==> src/hdl/fcp_pkg.sv <==
// fcp package: write strobe indices, control/status bit positions, mode, state and frame types
package fcp_pkg;

	//----------------------------------------------------------------------
	// register write strobes, position in wr[3:0]
	localparam int reg_ctl = 0; // control
	localparam int reg_sta = 1; // status, write one to clear
	localparam int reg_msk = 2; // interrupt mask
	localparam int reg_dat = 3; // tx data byte

	// control bits, [4:0] stored, [7:5] read only
	localparam int ctl_sync       = 0; // leading sync symbols
	localparam int ctl_parity     = 1; // trailing odd parity
	localparam int ctl_en         = 4; // engine enable
	localparam int ctl_dn         = 5; // sensed D- level
	localparam int ctl_on_tx      = 6; // frame in progress
	localparam int ctl_keep_empty = 7; // no byte pending

	// status bits, rx bits 2..6 read zero
	localparam int sta_tx_end     = 0;
	localparam int sta_dbuf_empty = 1;
	localparam int sta_acc_int    = 7;

	//----------------------------------------------------------------------
	typedef struct packed {
		logic sync;   // sync symbols before the byte
		logic parity; // odd parity after the byte
	} fcp_mode_t;

	// sequencer states, one per framing mode
	typedef enum logic [2:0] {
		idle        = 3'd0,
		tx_plain    = 3'd1, // byte only
		tx_par      = 3'd2, // byte + parity
		tx_sync     = 3'd3, // sync + byte
		tx_sync_par = 3'd4  // sync + byte + parity
	} tx_state_t;

	typedef logic [11:0] frame_t;    // bit 11 drives the line
	typedef logic [1:0]  sync_len_t; // 0 no sync, else sync count minus one
	typedef logic [3:0]  sym_cnt_t;  // up to 12 symbols per frame

endpackage
==> src/hdl/fcp_tx_if.sv <==
// fcp_tx_if interface: tx events and levels from the sequencer to registers and shifter
`timescale 1ns/10ps

interface fcp_tx_if;

	logic start;      // idle write loads a frame (1T)
	logic reload;     // pending byte loaded at frame end (1T)
	logic shift;      // symbol end inside a frame (1T)
	logic dbuf_empty; // data register taken (1T)
	logic tx_end;     // last frame done, nothing pending (1T)
	logic keep_empty; // no byte waiting in the data register
	logic on_tx;      // frame on the line

	modport ctrl (output start, reload, shift, dbuf_empty, tx_end, keep_empty, on_tx);
	modport regs (input dbuf_empty, tx_end, keep_empty, on_tx);
	modport shft (input start, reload, shift, on_tx);

endinterface

==> src/hdl/fcpegn.sv <==
// fcpegn module: FCP slave transmit engine top, registers, sequencer, timer and shifter
`timescale 1ns/10ps

module fcpegn #(
	parameter int US_CLKS = 12, // clocks per us
	parameter int UI_US   = 160 // us per UI
) (
	input  logic       clk,
	input  logic       srstz,
	input  logic [3:0] wr,      // ctl/sta/msk/dat write strobes (1T)
	input  logic [7:0] wdat,
	input  logic       dn,      // debounced D-
	input  logic       acc_int,
	output logic [7:0] ctl,
	output logic [7:0] sta,
	output logic [7:0] msk,
	output logic [7:0] dat,
	output logic       tx_en,   // high for the whole transmission
	output logic       tx_dat,
	output logic       intr     // 1T
);
	import fcp_pkg::*;

	fcp_mode_t mode;
	sync_len_t sync_len;
	logic      dat_wr;
	logic      fcp_en;
	logic      restart;
	logic      quarter;
	logic      sym_end;

	fcp_tx_if tx_bus ();

	//----------------------------------------------------------------------
	fcp_regs u_regs (
		.clk(clk), .srstz(srstz), .wr(wr), .wdat(wdat), .dn(dn), .acc_int(acc_int),
		.tx(tx_bus.regs), .ctl(ctl), .sta(sta), .msk(msk), .dat(dat),
		.dat_wr(dat_wr), .fcp_en(fcp_en), .mode(mode), .intr(intr)
	);

	fcp_tx_ctrl u_ctrl (
		.clk(clk), .srstz(srstz), .dat_wr(dat_wr), .fcp_en(fcp_en), .mode(mode),
		.sync_len(sync_len), .sym_end(sym_end), .tx(tx_bus.ctrl),
		.restart(restart), .quarter(quarter)
	);

	fcp_ui_timer #(.US_CLKS(US_CLKS), .UI_US(UI_US)) u_timer (
		.clk(clk), .srstz(srstz), .restart(restart), .quarter(quarter),
		.run(tx_bus.on_tx), .sym_end(sym_end)
	);

	fcp_tx_shifter u_shft (
		.clk(clk), .srstz(srstz), .tx(tx_bus.shft), .dat(dat), .wdat(wdat),
		.mode(mode), .dn(dn), .sync_len(sync_len), .tx_dat(tx_dat)
	);

	assign tx_en = tx_bus.on_tx;

endmodule

==> src/hdl/fcp_tx_ctrl.sv <==
// fcp_tx_ctrl module: transmit sequencer FSM, symbol counter and buffer-empty tracking
`timescale 1ns/10ps

module fcp_tx_ctrl (
	input  logic               clk,
	input  logic               srstz,
	input  logic               dat_wr,
	input  logic               fcp_en,
	input  fcp_pkg::fcp_mode_t mode,
	input  fcp_pkg::sync_len_t sync_len,
	input  logic               sym_end,
	fcp_tx_if.ctrl             tx,
	output logic               restart,
	output logic               quarter
);
	import fcp_pkg::*;

	tx_state_t state;
	sym_cnt_t  sym_cnt;   // symbols done in this frame
	sym_cnt_t  sym_last;  // index of the final symbol
	logic      keep_empty;
	logic      on_tx;
	logic      has_sync;
	logic      has_par;
	logic      start;
	logic      frame_end;
	logic      reload;
	logic      load;

	// framing mode to sequencer state
	function automatic tx_state_t mode_state(input fcp_mode_t m);
		case ({m.sync, m.parity})
			2'b00:   mode_state = tx_plain;
			2'b01:   mode_state = tx_par;
			2'b10:   mode_state = tx_sync;
			default: mode_state = tx_sync_par;
		endcase
	endfunction

	//----------------------------------------------------------------------
	assign on_tx    = (state != idle);
	assign has_sync = (state == tx_sync) || (state == tx_sync_par);
	assign has_par  = (state == tx_par) || (state == tx_sync_par);

	// sync_len+1 syncs, 8 data bits, optional parity
	assign sym_last = (has_sync ? {2'b00, sync_len} + 4'd1 : 4'd0) + 4'd7 + {3'b000, has_par};

	assign start     = (state == idle) & dat_wr & fcp_en;
	assign frame_end = on_tx & sym_end & (sym_cnt == sym_last);
	assign reload    = frame_end & ~keep_empty; // back to back
	assign load      = start | reload;

	assign quarter = has_sync & (sym_cnt <= {2'b00, sync_len}); // still in sync part
	assign restart = start;

	//----------------------------------------------------------------------
	always_ff @(posedge clk or negedge srstz) begin
		if (!srstz) begin
			state   <= idle;
			sym_cnt <= '0;
		end else if (load) begin
			state   <= mode_state(mode); // mode sampled at load
			sym_cnt <= '0;
		end else if (frame_end) begin
			state   <= idle; // nothing pending
			sym_cnt <= '0;
		end else if (on_tx && sym_end) begin
			sym_cnt <= sym_cnt + 1'b1;
		end
	end

	// start takes the written byte at once, a later write leaves one pending
	always_ff @(posedge clk or negedge srstz) begin
		if (!srstz)
			keep_empty <= 1'b1;
		else if (start)
			keep_empty <= 1'b1;
		else if (dat_wr)
			keep_empty <= 1'b0;
		else if (reload)
			keep_empty <= 1'b1;
	end

	assign tx.start      = start;
	assign tx.reload     = reload;
	assign tx.shift      = on_tx & sym_end & ~frame_end;
	assign tx.dbuf_empty = load; // data register just copied out
	assign tx.tx_end     = frame_end & keep_empty;
	assign tx.keep_empty = keep_empty;
	assign tx.on_tx      = on_tx;

endmodule

==> src/hdl/fcp_tx_shifter.sv <==
// fcp_tx_shifter module: frame builder, 12-bit shift buffer and sync length register
`timescale 1ns/10ps

module fcp_tx_shifter (
	input  logic               clk,
	input  logic               srstz,
	fcp_tx_if.shft             tx,
	input  logic [7:0]         dat,  // pending byte, for reload
	input  logic [7:0]         wdat, // write data, for start
	input  fcp_pkg::fcp_mode_t mode,
	input  logic               dn,
	output fcp_pkg::sync_len_t sync_len,
	output logic               tx_dat
);
	import fcp_pkg::*;

	logic [7:0] src;       // byte being framed
	logic       par_bit;   // odd parity, 0 when unused
	logic [8:0] body;      // byte then parity slot
	logic       load;
	sync_len_t  len_nxt;
	frame_t     frame_nxt;
	frame_t     shft_buf;

	assign load    = tx.start | tx.reload;
	assign src     = tx.start ? wdat : dat;
	assign par_bit = mode.parity & ~(^src);
	assign body    = {src, par_bit};

	// three syncs when dn already sits at bit 7, else two
	assign len_nxt = !mode.sync ? 2'd0 : (dn == src[7]) ? 2'd2 : 2'd1;

	//----------------------------------------------------------------------
	// sync symbols alternate and end on ~bit7
	always_comb begin
		case (len_nxt)
			2'd2:    frame_nxt = {~src[7], src[7], ~src[7], body};
			2'd1:    frame_nxt = {src[7], ~src[7], body, 1'b0};
			default: frame_nxt = {body, 3'b000};
		endcase
	end

	always_ff @(posedge clk or negedge srstz) begin
		if (!srstz)
			sync_len <= '0;
		else if (load)
			sync_len <= len_nxt;
	end

	always_ff @(posedge clk) begin
		if (load)
			shft_buf <= frame_nxt;
		else if (tx.shift)
			shft_buf <= shft_buf << 1; // msb first
	end

	assign tx_dat = shft_buf[11] & tx.on_tx; // line low outside a frame

endmodule

==> src/hdl/fcp_ui_timer.sv <==
// fcp_ui_timer module: microsecond divider and symbol interval counter with sym_end strobe
`timescale 1ns/10ps

module fcp_ui_timer #(
	parameter int US_CLKS = 12, // clocks per us
	parameter int UI_US   = 160 // us per UI
) (
	input  logic clk,
	input  logic srstz,
	input  logic restart, // realign to a new frame
	input  logic quarter, // sync symbol, quarter UI
	input  logic run,
	output logic sym_end  // last cycle of the symbol
);

	localparam int QUARTER_US = (UI_US + 2) / 4; // rounded
	localparam int UW         = $clog2(US_CLKS + 1);
	localparam int IW         = $clog2(UI_US + 1);

	logic [UW-1:0] us_cnt;
	logic          us_tick;   // last clock of each us
	logic [IW-1:0] intv_cnt;  // whole us elapsed in the symbol
	logic [IW-1:0] intv_last;

	assign us_tick   = (us_cnt == UW'(US_CLKS - 1));
	assign intv_last = quarter ? IW'(QUARTER_US - 1) : IW'(UI_US - 1);
	assign sym_end   = run & us_tick & (intv_cnt == intv_last);

	//----------------------------------------------------------------------
	always_ff @(posedge clk or negedge srstz) begin
		if (!srstz)
			us_cnt <= '0;
		else if (!run || restart || us_tick)
			us_cnt <= '0;
		else
			us_cnt <= us_cnt + 1'b1;
	end

	always_ff @(posedge clk or negedge srstz) begin
		if (!srstz)
			intv_cnt <= '0;
		else if (!run || restart || sym_end)
			intv_cnt <= '0; // next symbol starts from zero
		else if (us_tick)
			intv_cnt <= intv_cnt + 1'b1;
	end

endmodule

==> src/hdl/fcp_regs.sv <==
// fcp_regs module: control, status, mask and data registers, interrupt strobe
`timescale 1ns/10ps

module fcp_regs (
	input  logic               clk,
	input  logic               srstz,
	input  logic [3:0]         wr,      // one strobe per register
	input  logic [7:0]         wdat,
	input  logic               dn,      // debounced D- level
	input  logic               acc_int, // accessory interrupt event
	fcp_tx_if.regs             tx,
	output logic [7:0]         ctl,
	output logic [7:0]         sta,
	output logic [7:0]         msk,
	output logic [7:0]         dat,
	output logic               dat_wr,
	output logic               fcp_en,
	output fcp_pkg::fcp_mode_t mode,
	output logic               intr
);
	import fcp_pkg::*;

	logic [ctl_en:0] ctl_q;   // writable control bits
	logic [7:0]      sta_set; // status events this cycle
	logic [7:0]      sta_clr; // write-one-to-clear mask

	//----------------------------------------------------------------------
	// control / mask / data
	always_ff @(posedge clk or negedge srstz) begin
		if (!srstz) begin
			ctl_q <= '0;
			msk   <= '0;
			dat   <= '0;
		end else begin
			if (wr[reg_ctl]) ctl_q <= wdat[ctl_en:0];
			if (wr[reg_msk]) msk   <= wdat;
			if (wr[reg_dat]) dat   <= wdat; // overwrites a pending byte
		end
	end

	// readback merges the live tx levels and dn
	always_comb begin
		ctl                 = '0;
		ctl[ctl_en:0]       = ctl_q;
		ctl[ctl_dn]         = dn;
		ctl[ctl_on_tx]      = tx.on_tx;
		ctl[ctl_keep_empty] = tx.keep_empty;
	end

	assign dat_wr = wr[reg_dat];
	assign fcp_en = ctl_q[ctl_en];
	assign mode   = '{sync: ctl_q[ctl_sync], parity: ctl_q[ctl_parity]};

	//----------------------------------------------------------------------
	// status, set wins over a same-cycle clear
	always_comb begin
		sta_set                 = '0;
		sta_set[sta_tx_end]     = tx.tx_end;
		sta_set[sta_dbuf_empty] = tx.dbuf_empty;
		sta_set[sta_acc_int]    = acc_int;
	end

	assign sta_clr = wr[reg_sta] ? wdat : 8'h00;

	always_ff @(posedge clk or negedge srstz) begin
		if (!srstz)
			sta <= '0;
		else
			sta <= (sta & ~sta_clr) | sta_set;
	end

	// interrupt strobe on the event itself, not the sticky bit
	assign intr = |(msk & sta_set);

endmodule

==> config.mk <==
export PLATFORM = sky130hd
export DESIGN_NAME = fcpegn
export DESIGN_NICKNAME = d
export VERILOG_FILES = /design/src/hdl/fcp_pkg.sv /design/src/hdl/fcp_tx_if.sv /design/src/hdl/fcpegn.sv /design/src/hdl/fcp_tx_ctrl.sv /design/src/hdl/fcp_tx_shifter.sv /design/src/hdl/fcp_ui_timer.sv /design/src/hdl/fcp_regs.sv
export SDC_FILE = /design/constraint.sdc
export NUM_CORES = 1
export LEC_CHECK = 0
export BUFFER_PORTS_ARGS = -buffer_cell sky130_fd_sc_hd__buf_4
export CAP_MARGIN = 20
export CORE_UTILIZATION = 32
export DETAILED_ROUTE_END_ITERATION = 6
export GPL_TIMING_DRIVEN = 0
export SLEW_MARGIN = 20
export SYNTH_ARGS = -nofsm -noshare
export SYNTH_HDL_FRONTEND = slang
export SYNTH_SLANG_ARGS = --single-unit
==> constraint.sdc <==
create_clock -name clk -period 4.05 [get_ports clk]
set_clock_uncertainty 0.2 [all_clocks]
set_input_delay 0.405 -clock clk [delete_from_list [all_inputs] [get_ports clk]]
set_output_delay 0.405 -clock clk [all_outputs]
set_load 0.1 [all_outputs]
Yosys cells after proc, flatten, opt, wreduce, memory -nomap -nowiden

Cells that the tools add are included.

Add/subtract/negate cells: 6
Order comparisons: 1
Eq/ne operators: 11
Muxes and demuxes: 21
Bitwise operators: 21
Reduce and logical (&&, ||, !) cells: 17

Operators with widths:

| cell                | number |
|---|---|
| $mux 8              | 5 |
| $mux 12             | 2 |
| $pmux 12 s2         | 1 |
| $mux 4              | 5 |
| $and 8x8->8         | 2 |
| $and 1x1->1         | 12 |
| $pmux 3 s3          | 1 |
| $reduce_bool 3->1   | 3 |
| $add 4x1->4 const B | 2 |
| $add 8x1->8 const B | 1 |
| $eq 8x8->1          | 1 |
| $not 8->8           | 1 |
| $or 8x8->8          | 1 |
| $reduce_or 8->1     | 1 |
| $reduce_xor 8->1    | 1 |
| $eq 3x2->1 const B  | 2 |
| $mux 3              | 2 |
| $reduce_bool 2->1   | 3 |
| $logic_or 1x1->1    | 5 |
| $add 4x1->4         | 1 |
| $add 4x3->4 const B | 1 |
| $eq 2x1->1 const B  | 2 |
| $eq 2x2->1 const B  | 2 |
| $eq 4x4->1          | 1 |
| other kinds (13)    | 19 |

Register bits: 63
Input bits: 16
Output and inout port bits: 35

Logic depth before layout (Yosys ltp)

Depth in word-level cells: 12
Depth in mapped cells: 13

By module

Synthesis repeated with hierarchy kept, for this count alone.

Cells, all modules: 318
Area total of the unflattened synthesis: 3,585.9 sq um

Modules (own cells, without submodules):

| module         | times used | cells an instance | area an instance (sq um) | seq. area each (sq um) |
|---|---|---|---|---|
| fcp_regs       | 1          | 72                | 1,182.4                  | 725.7 |
| fcp_tx_shifter | 1          | 94                | 985.9                    | 410.4 |
| fcp_tx_ctrl    | 1          | 90                | 757.0                    | 201.4 |
| fcp_ui_timer   | 1          | 62                | 660.6                    | 300.3 |

Least setup slack after synthesis

Ideal clock, no wire load.

Path type: register to output
From: register u_ctrl.state[2]
To: output intr
Arrival time: 3.383 ns
Setup slack: 0.062 ns
Stages on the path, launching flop included: 14
Path buffers: 2
Path through: dfrtp_1 buf_2 and2b_1 a22o_1 nand2b_1 ha_1 ha_1 xnor2_1 a21o_1 a211o_1 a211oi_4 or2_4 buf_12 a221o_1

Longest elaborated chain between the ends: 12

Ends and longest elaborated chain:

| item                                                                 | RTL line          | source |
|---|---|---|
| start: declaration                                                   | fcp_tx_ctrl.sv:18 | `tx_state_t state;` |
| start signal: assignment                                             | fcp_tx_ctrl.sv:59 | `state <= idle;` |
| start signal: assignment                                             | fcp_tx_ctrl.sv:62 | `state <= mode_state(mode);` |
| start signal: assignment                                             | fcp_tx_ctrl.sv:65 | `state <= idle;` |
| parallel branches: the longest is 10 deep, another holds $add 4x3->4 | --                |  |
| $and 8x8->8 *                                                        | fcp_regs.sv:73    | `assign intr = \|(msk & sta_set);` |
| $reduce_or 8->1 *                                                    | fcp_regs.sv:73    |  |
| end: declaration                                                     | fcpegn.sv:20      | `output logic intr` |

Every way passes the cells marked *.

Final worst setup path

Same ends and word-level chain as after synthesis.

==> impl_metrics.env <==
export IMPL_die_area_sq_um=11600
export IMPL_ys_flop_type="dfrtp_1"
export IMPL_finalSetupTns_ps=0
export IMPL_relSlewSlack=0.564
export IMPL_synth_simple_area_share=0.160
export IMPL_initial_core_util=0.329
export IMPL_die_w_um=108
export IMPL_grtUsageTotal=0.151
export IMPL_dp_slack_ps=-42.1
export IMPL_final_hold_violation_count=0
export IMPL_cpMaxStageDelayCell="dfrtp_1"
export IMPL_design_area_sq_um=4410
export IMPL_cts_htree_levels=3
export IMPL_arrival_ps=3330
export IMPL_p_leak_nw=1.90
export IMPL_worstPathMaxFanout=10
export IMPL_rsz0062_at_grt="false"
export IMPL_root_buffer="clkbuf_8"
export IMPL_drive_gt1_frac=0.303
export IMPL_finish_utilization=0.407
export IMPL_synth_edf_count=12
export IMPL_synth_compound_area_frac=0.119
export IMPL_min_period_over_period=0.973
export IMPL_switching_share=0.429
export IMPL_critical_path_most_common_cell="buf_12"
export IMPL_switchingPower_w=0.00114
export IMPL_numPortBuffers=48
export IMPL_grt_pass1_wl_um=13400
export IMPL_nets=422
export IMPL_tightest_slew_ps=654
export IMPL_syn_num_nets=357
export IMPL_crit_family="compound AO/OA/AOI/OAI gates"
export IMPL_cts_tree="yes"
export IMPL_maxCapViolCount=0
export IMPL_grt_pass1_vias=2630
export IMPL_yosys_area_share_adder=0.0414
export IMPL_fmax_mhz=254
export IMPL_cp_start_kind="register"
export IMPL_setup_viol=0
export IMPL_pwr_share_clk=0.184
export IMPL_drc=0
export IMPL_critical_path_class="register to output port"
export IMPL_power_frac_seq=0.321
export IMPL_avgRoutedWirePerCell_um=15.2
export IMPL_async_flop_share=0.810
export IMPL_syn_area_sq_um=3560
export IMPL_gp_congestion=0.770
export IMPL_postRouteAntennaNets=0
export IMPL_n_antenna_cell=0
export IMPL_dp_hpwl_um=6150
export IMPL_routed_wl_um=8190
export IMPL_insertion_delay_ps=340
export IMPL_io_pins=51
export IMPL_vias_per_cell=5.06
export IMPL_drt_initial_drc_count=167
export IMPL_ys_seq_area_frac=0.460
export IMPL_die_h_um=108
export IMPL_crit_buf_inv=3
export IMPL_powerDensity_nw_per_um2=603
export IMPL_ys_warn_count=0
export IMPL_setup_slack_ps=111
export IMPL_synth_top_family_by_area="simple AND/OR/NAND/NOR gates"
export IMPL_synth_distinct_cells=57
export IMPL_synth_seq_cells=63
export IMPL_cts_buffers=9
export IMPL_area_delta_synth_final_pct=23.7
export IMPL_slowest_delay_ps=370
export IMPL_whs_ps=51.2
export IMPL_p_int_w=0.00152
export IMPL_synth_area_per_cell_sq_um=10.8
export IMPL_grt_max_degree=52
export IMPL_num_vias=2732
export IMPL_power_frac_comb=0.495
export IMPL_status="finished clean"
export IMPL_cts_buffer_depth=2
export IMPL_maxSlewViolCount=0
export IMPL_rows=38
export IMPL_placed_cell_area_sq_um=4100
export IMPL_antenna_found_initial=0
export IMPL_path_cells="buf_4 -> and2b_1 -> a22o_1 -> nand2b_1 -> ha_4 -> ha_2 -> xnor2_2 -> a21o_1 -> a211o_1 -> a211oi_4 -> or2_4 -> buf_12 -> a221o_1 -> buf_12"
export IMPL_first_pass_iters=5
export IMPL_worst_hold_path_type="input port to register"
export IMPL_cts_clk_slew_worst_paths_ps=70
export IMPL_worstSetupEndpointType="output port"
export IMPL_synthXorXnorAreaFrac=0.0713
export IMPL_core_area_sq_um=10800
export IMPL_overflow=0
export IMPL_clock_sinks=63
export IMPL_synth_area_mux_share=0.111
export IMPL_worstPathRequired_ps=3440
export IMPL_synthCells=330
export IMPL_ir_drop_mv=0.260
export IMPL_finalCriticalPeriod_ps=3940
-- final timing paths --
kind / from / endpoint / slack (ps) / cells after the start
min in group asynchronous: srstz / u_timer.us_cnt[0] / 440 / 2
max in group asynchronous: srstz / u_ctrl.state[0] / 2750 / 2
worst min register to register: u_timer.us_cnt[0] / u_timer.us_cnt[0] / 260 / 1
worst max register to register: u_ctrl.state[2] / u_shft.shft_buf[7] / 420 / 13
worst min-delay path: acc_int / u_regs.sta[7] / 50 / 2
worst max-delay path: u_ctrl.state[2] / intr / 110 / 14
-- repair_timing --
item	in CTS	in global routing
pin swaps	5	6
setup buffers	3	2
endpoints found under the setup margin	13	1
endpoints found under the hold margin	50	0
hold buffers	1	0
gates resized for setup	8	9
-- area by class of cell --
class	instances	area (sq um)
buffer	15	97.6
clock buffer	13	159
clock inverter	3	17.5
fill	1077	6430
inverter	10	37.5
multi-input combinational	242	1860
sequential	63	1640
tap	140	175
timing repair buffer	54	420
-- synth_stat cells, types with 2 or more instances --
cell type / count / area [sq um]
a21boi_0: 6 / 45.0
a21o_1: 6 / 45.0
a21oi_1: 12 / 60.1
a22o_1: 4 / 35.0
a31oi_1: 7 / 43.8
and2_1: 3 / 18.8
and3_1: 3 / 18.8
and4_1: 2 / 17.5
buf_2: 3 / 15.0
buf_4: 5 / 37.5
clkbuf_1: 6 / 22.5
dfrtp_1: 50 / 1250
edfxtp_1: 12 / 360
ha_1: 11 / 138
inv_1: 9 / 33.8
mux2_2: 19 / 214
mux2_4: 4 / 60.1
mux2i_1: 12 / 120
nand2_1: 23 / 86.3
nand2b_1: 3 / 18.8
nand3_1: 18 / 90.1
nand3b_1: 2 / 15.0
nand4_1: 3 / 18.8
nand4b_1: 3 / 26.3
nor2_1: 20 / 75.1
nor2b_1: 2 / 12.5
nor3_1: 8 / 40.0
nor4_1: 2 / 12.5
o211ai_1: 2 / 15.0
o21ai_0: 13 / 65.1
o21ai_1: 2 / 10.0
o22ai_1: 2 / 12.5
or2_2: 2 / 12.5
xnor2_1: 15 / 131
xor2_1: 14 / 123
-- stage by stage --
step	power (W)	instances
final	0.00266	540
after CTS	0.00254	538
after floorplan	0.00174	330
after detailed placement	0.00199	518
after global placement	0.00196	518
after global routing	0.00281	540
-- logic make-up after synthesis --
kind of cell             after synthesis
AND/OR/NAND/NOR                      103
flip-flops                            63
AO/OA/AOI/OAI                         63
multiplexers                          35
buffers and inverters                 25
XOR/XNOR                              29
adder cells (fa/ha/maj)               12
-- power by group through the flow --
stage	clock network, W	registers (W)	logic, W
finish	0.000490	0.000853	0.00131
global route	0.000523	0.000866	0.00142
CTS	0.000498	0.000848	0.00119
detailed placement	0	0.000858	0.00113
global placement	0	0.000855	0.00111
floorplan	0	0.00100	0.000735
-- worst reg2reg max path, delay by kind of cell (launching register included) --
kind / cells / cell delay, ps
fa+ha+maj: 2 / 360
xor+xnor: 1 / 130
simple gates: 3 / 490
buf+inv: 2 / 360
compound gates: 5 / 1350
flops: 1 / 370
-- metal layers --
layer / wire length (um) / track usage
met1: 4070 / 0.208
met3: 351 / 0.0333
met4: 126 / 0.0626
met2: 3640 / 0.229
met5: 0 / 0
-- flip-flops by register name, indices dropped and copies added (netlist names), 3 cells and up --
signal	flops
u_ctrl.state	3
u_regs.msk	8
u_regs.dat	8
u_regs.sta	8
u_ctrl.sym_cnt	4
u_timer.intv_cnt	8
u_timer.us_cnt	4
u_shft.shft_buf	12
u_regs.ctl_q	5
-- cells in the final DEF (no fill, tap or decap), drive strengths merged, types with 3 or more instances in the layout --
cell / instances
ha: 11
nor4: 3
a21oi: 12
mux2i: 12
nand2: 23
or2: 3
xor2: 14
inv: 9
nor3: 9
a31oi: 7
mux2: 23
clkbuf: 19
nand2b: 3
a22o: 4
buf: 62
and3: 3
a21o: 6
xnor2: 15
nand3: 18
edfxtp: 12
nor2: 20
o21ai: 15
nand4b: 3
a21boi: 6
clkinv: 3
dfrtp: 50
nand4: 4
and2: 3
No activity file was read; power rests on OpenSTA's default activity.
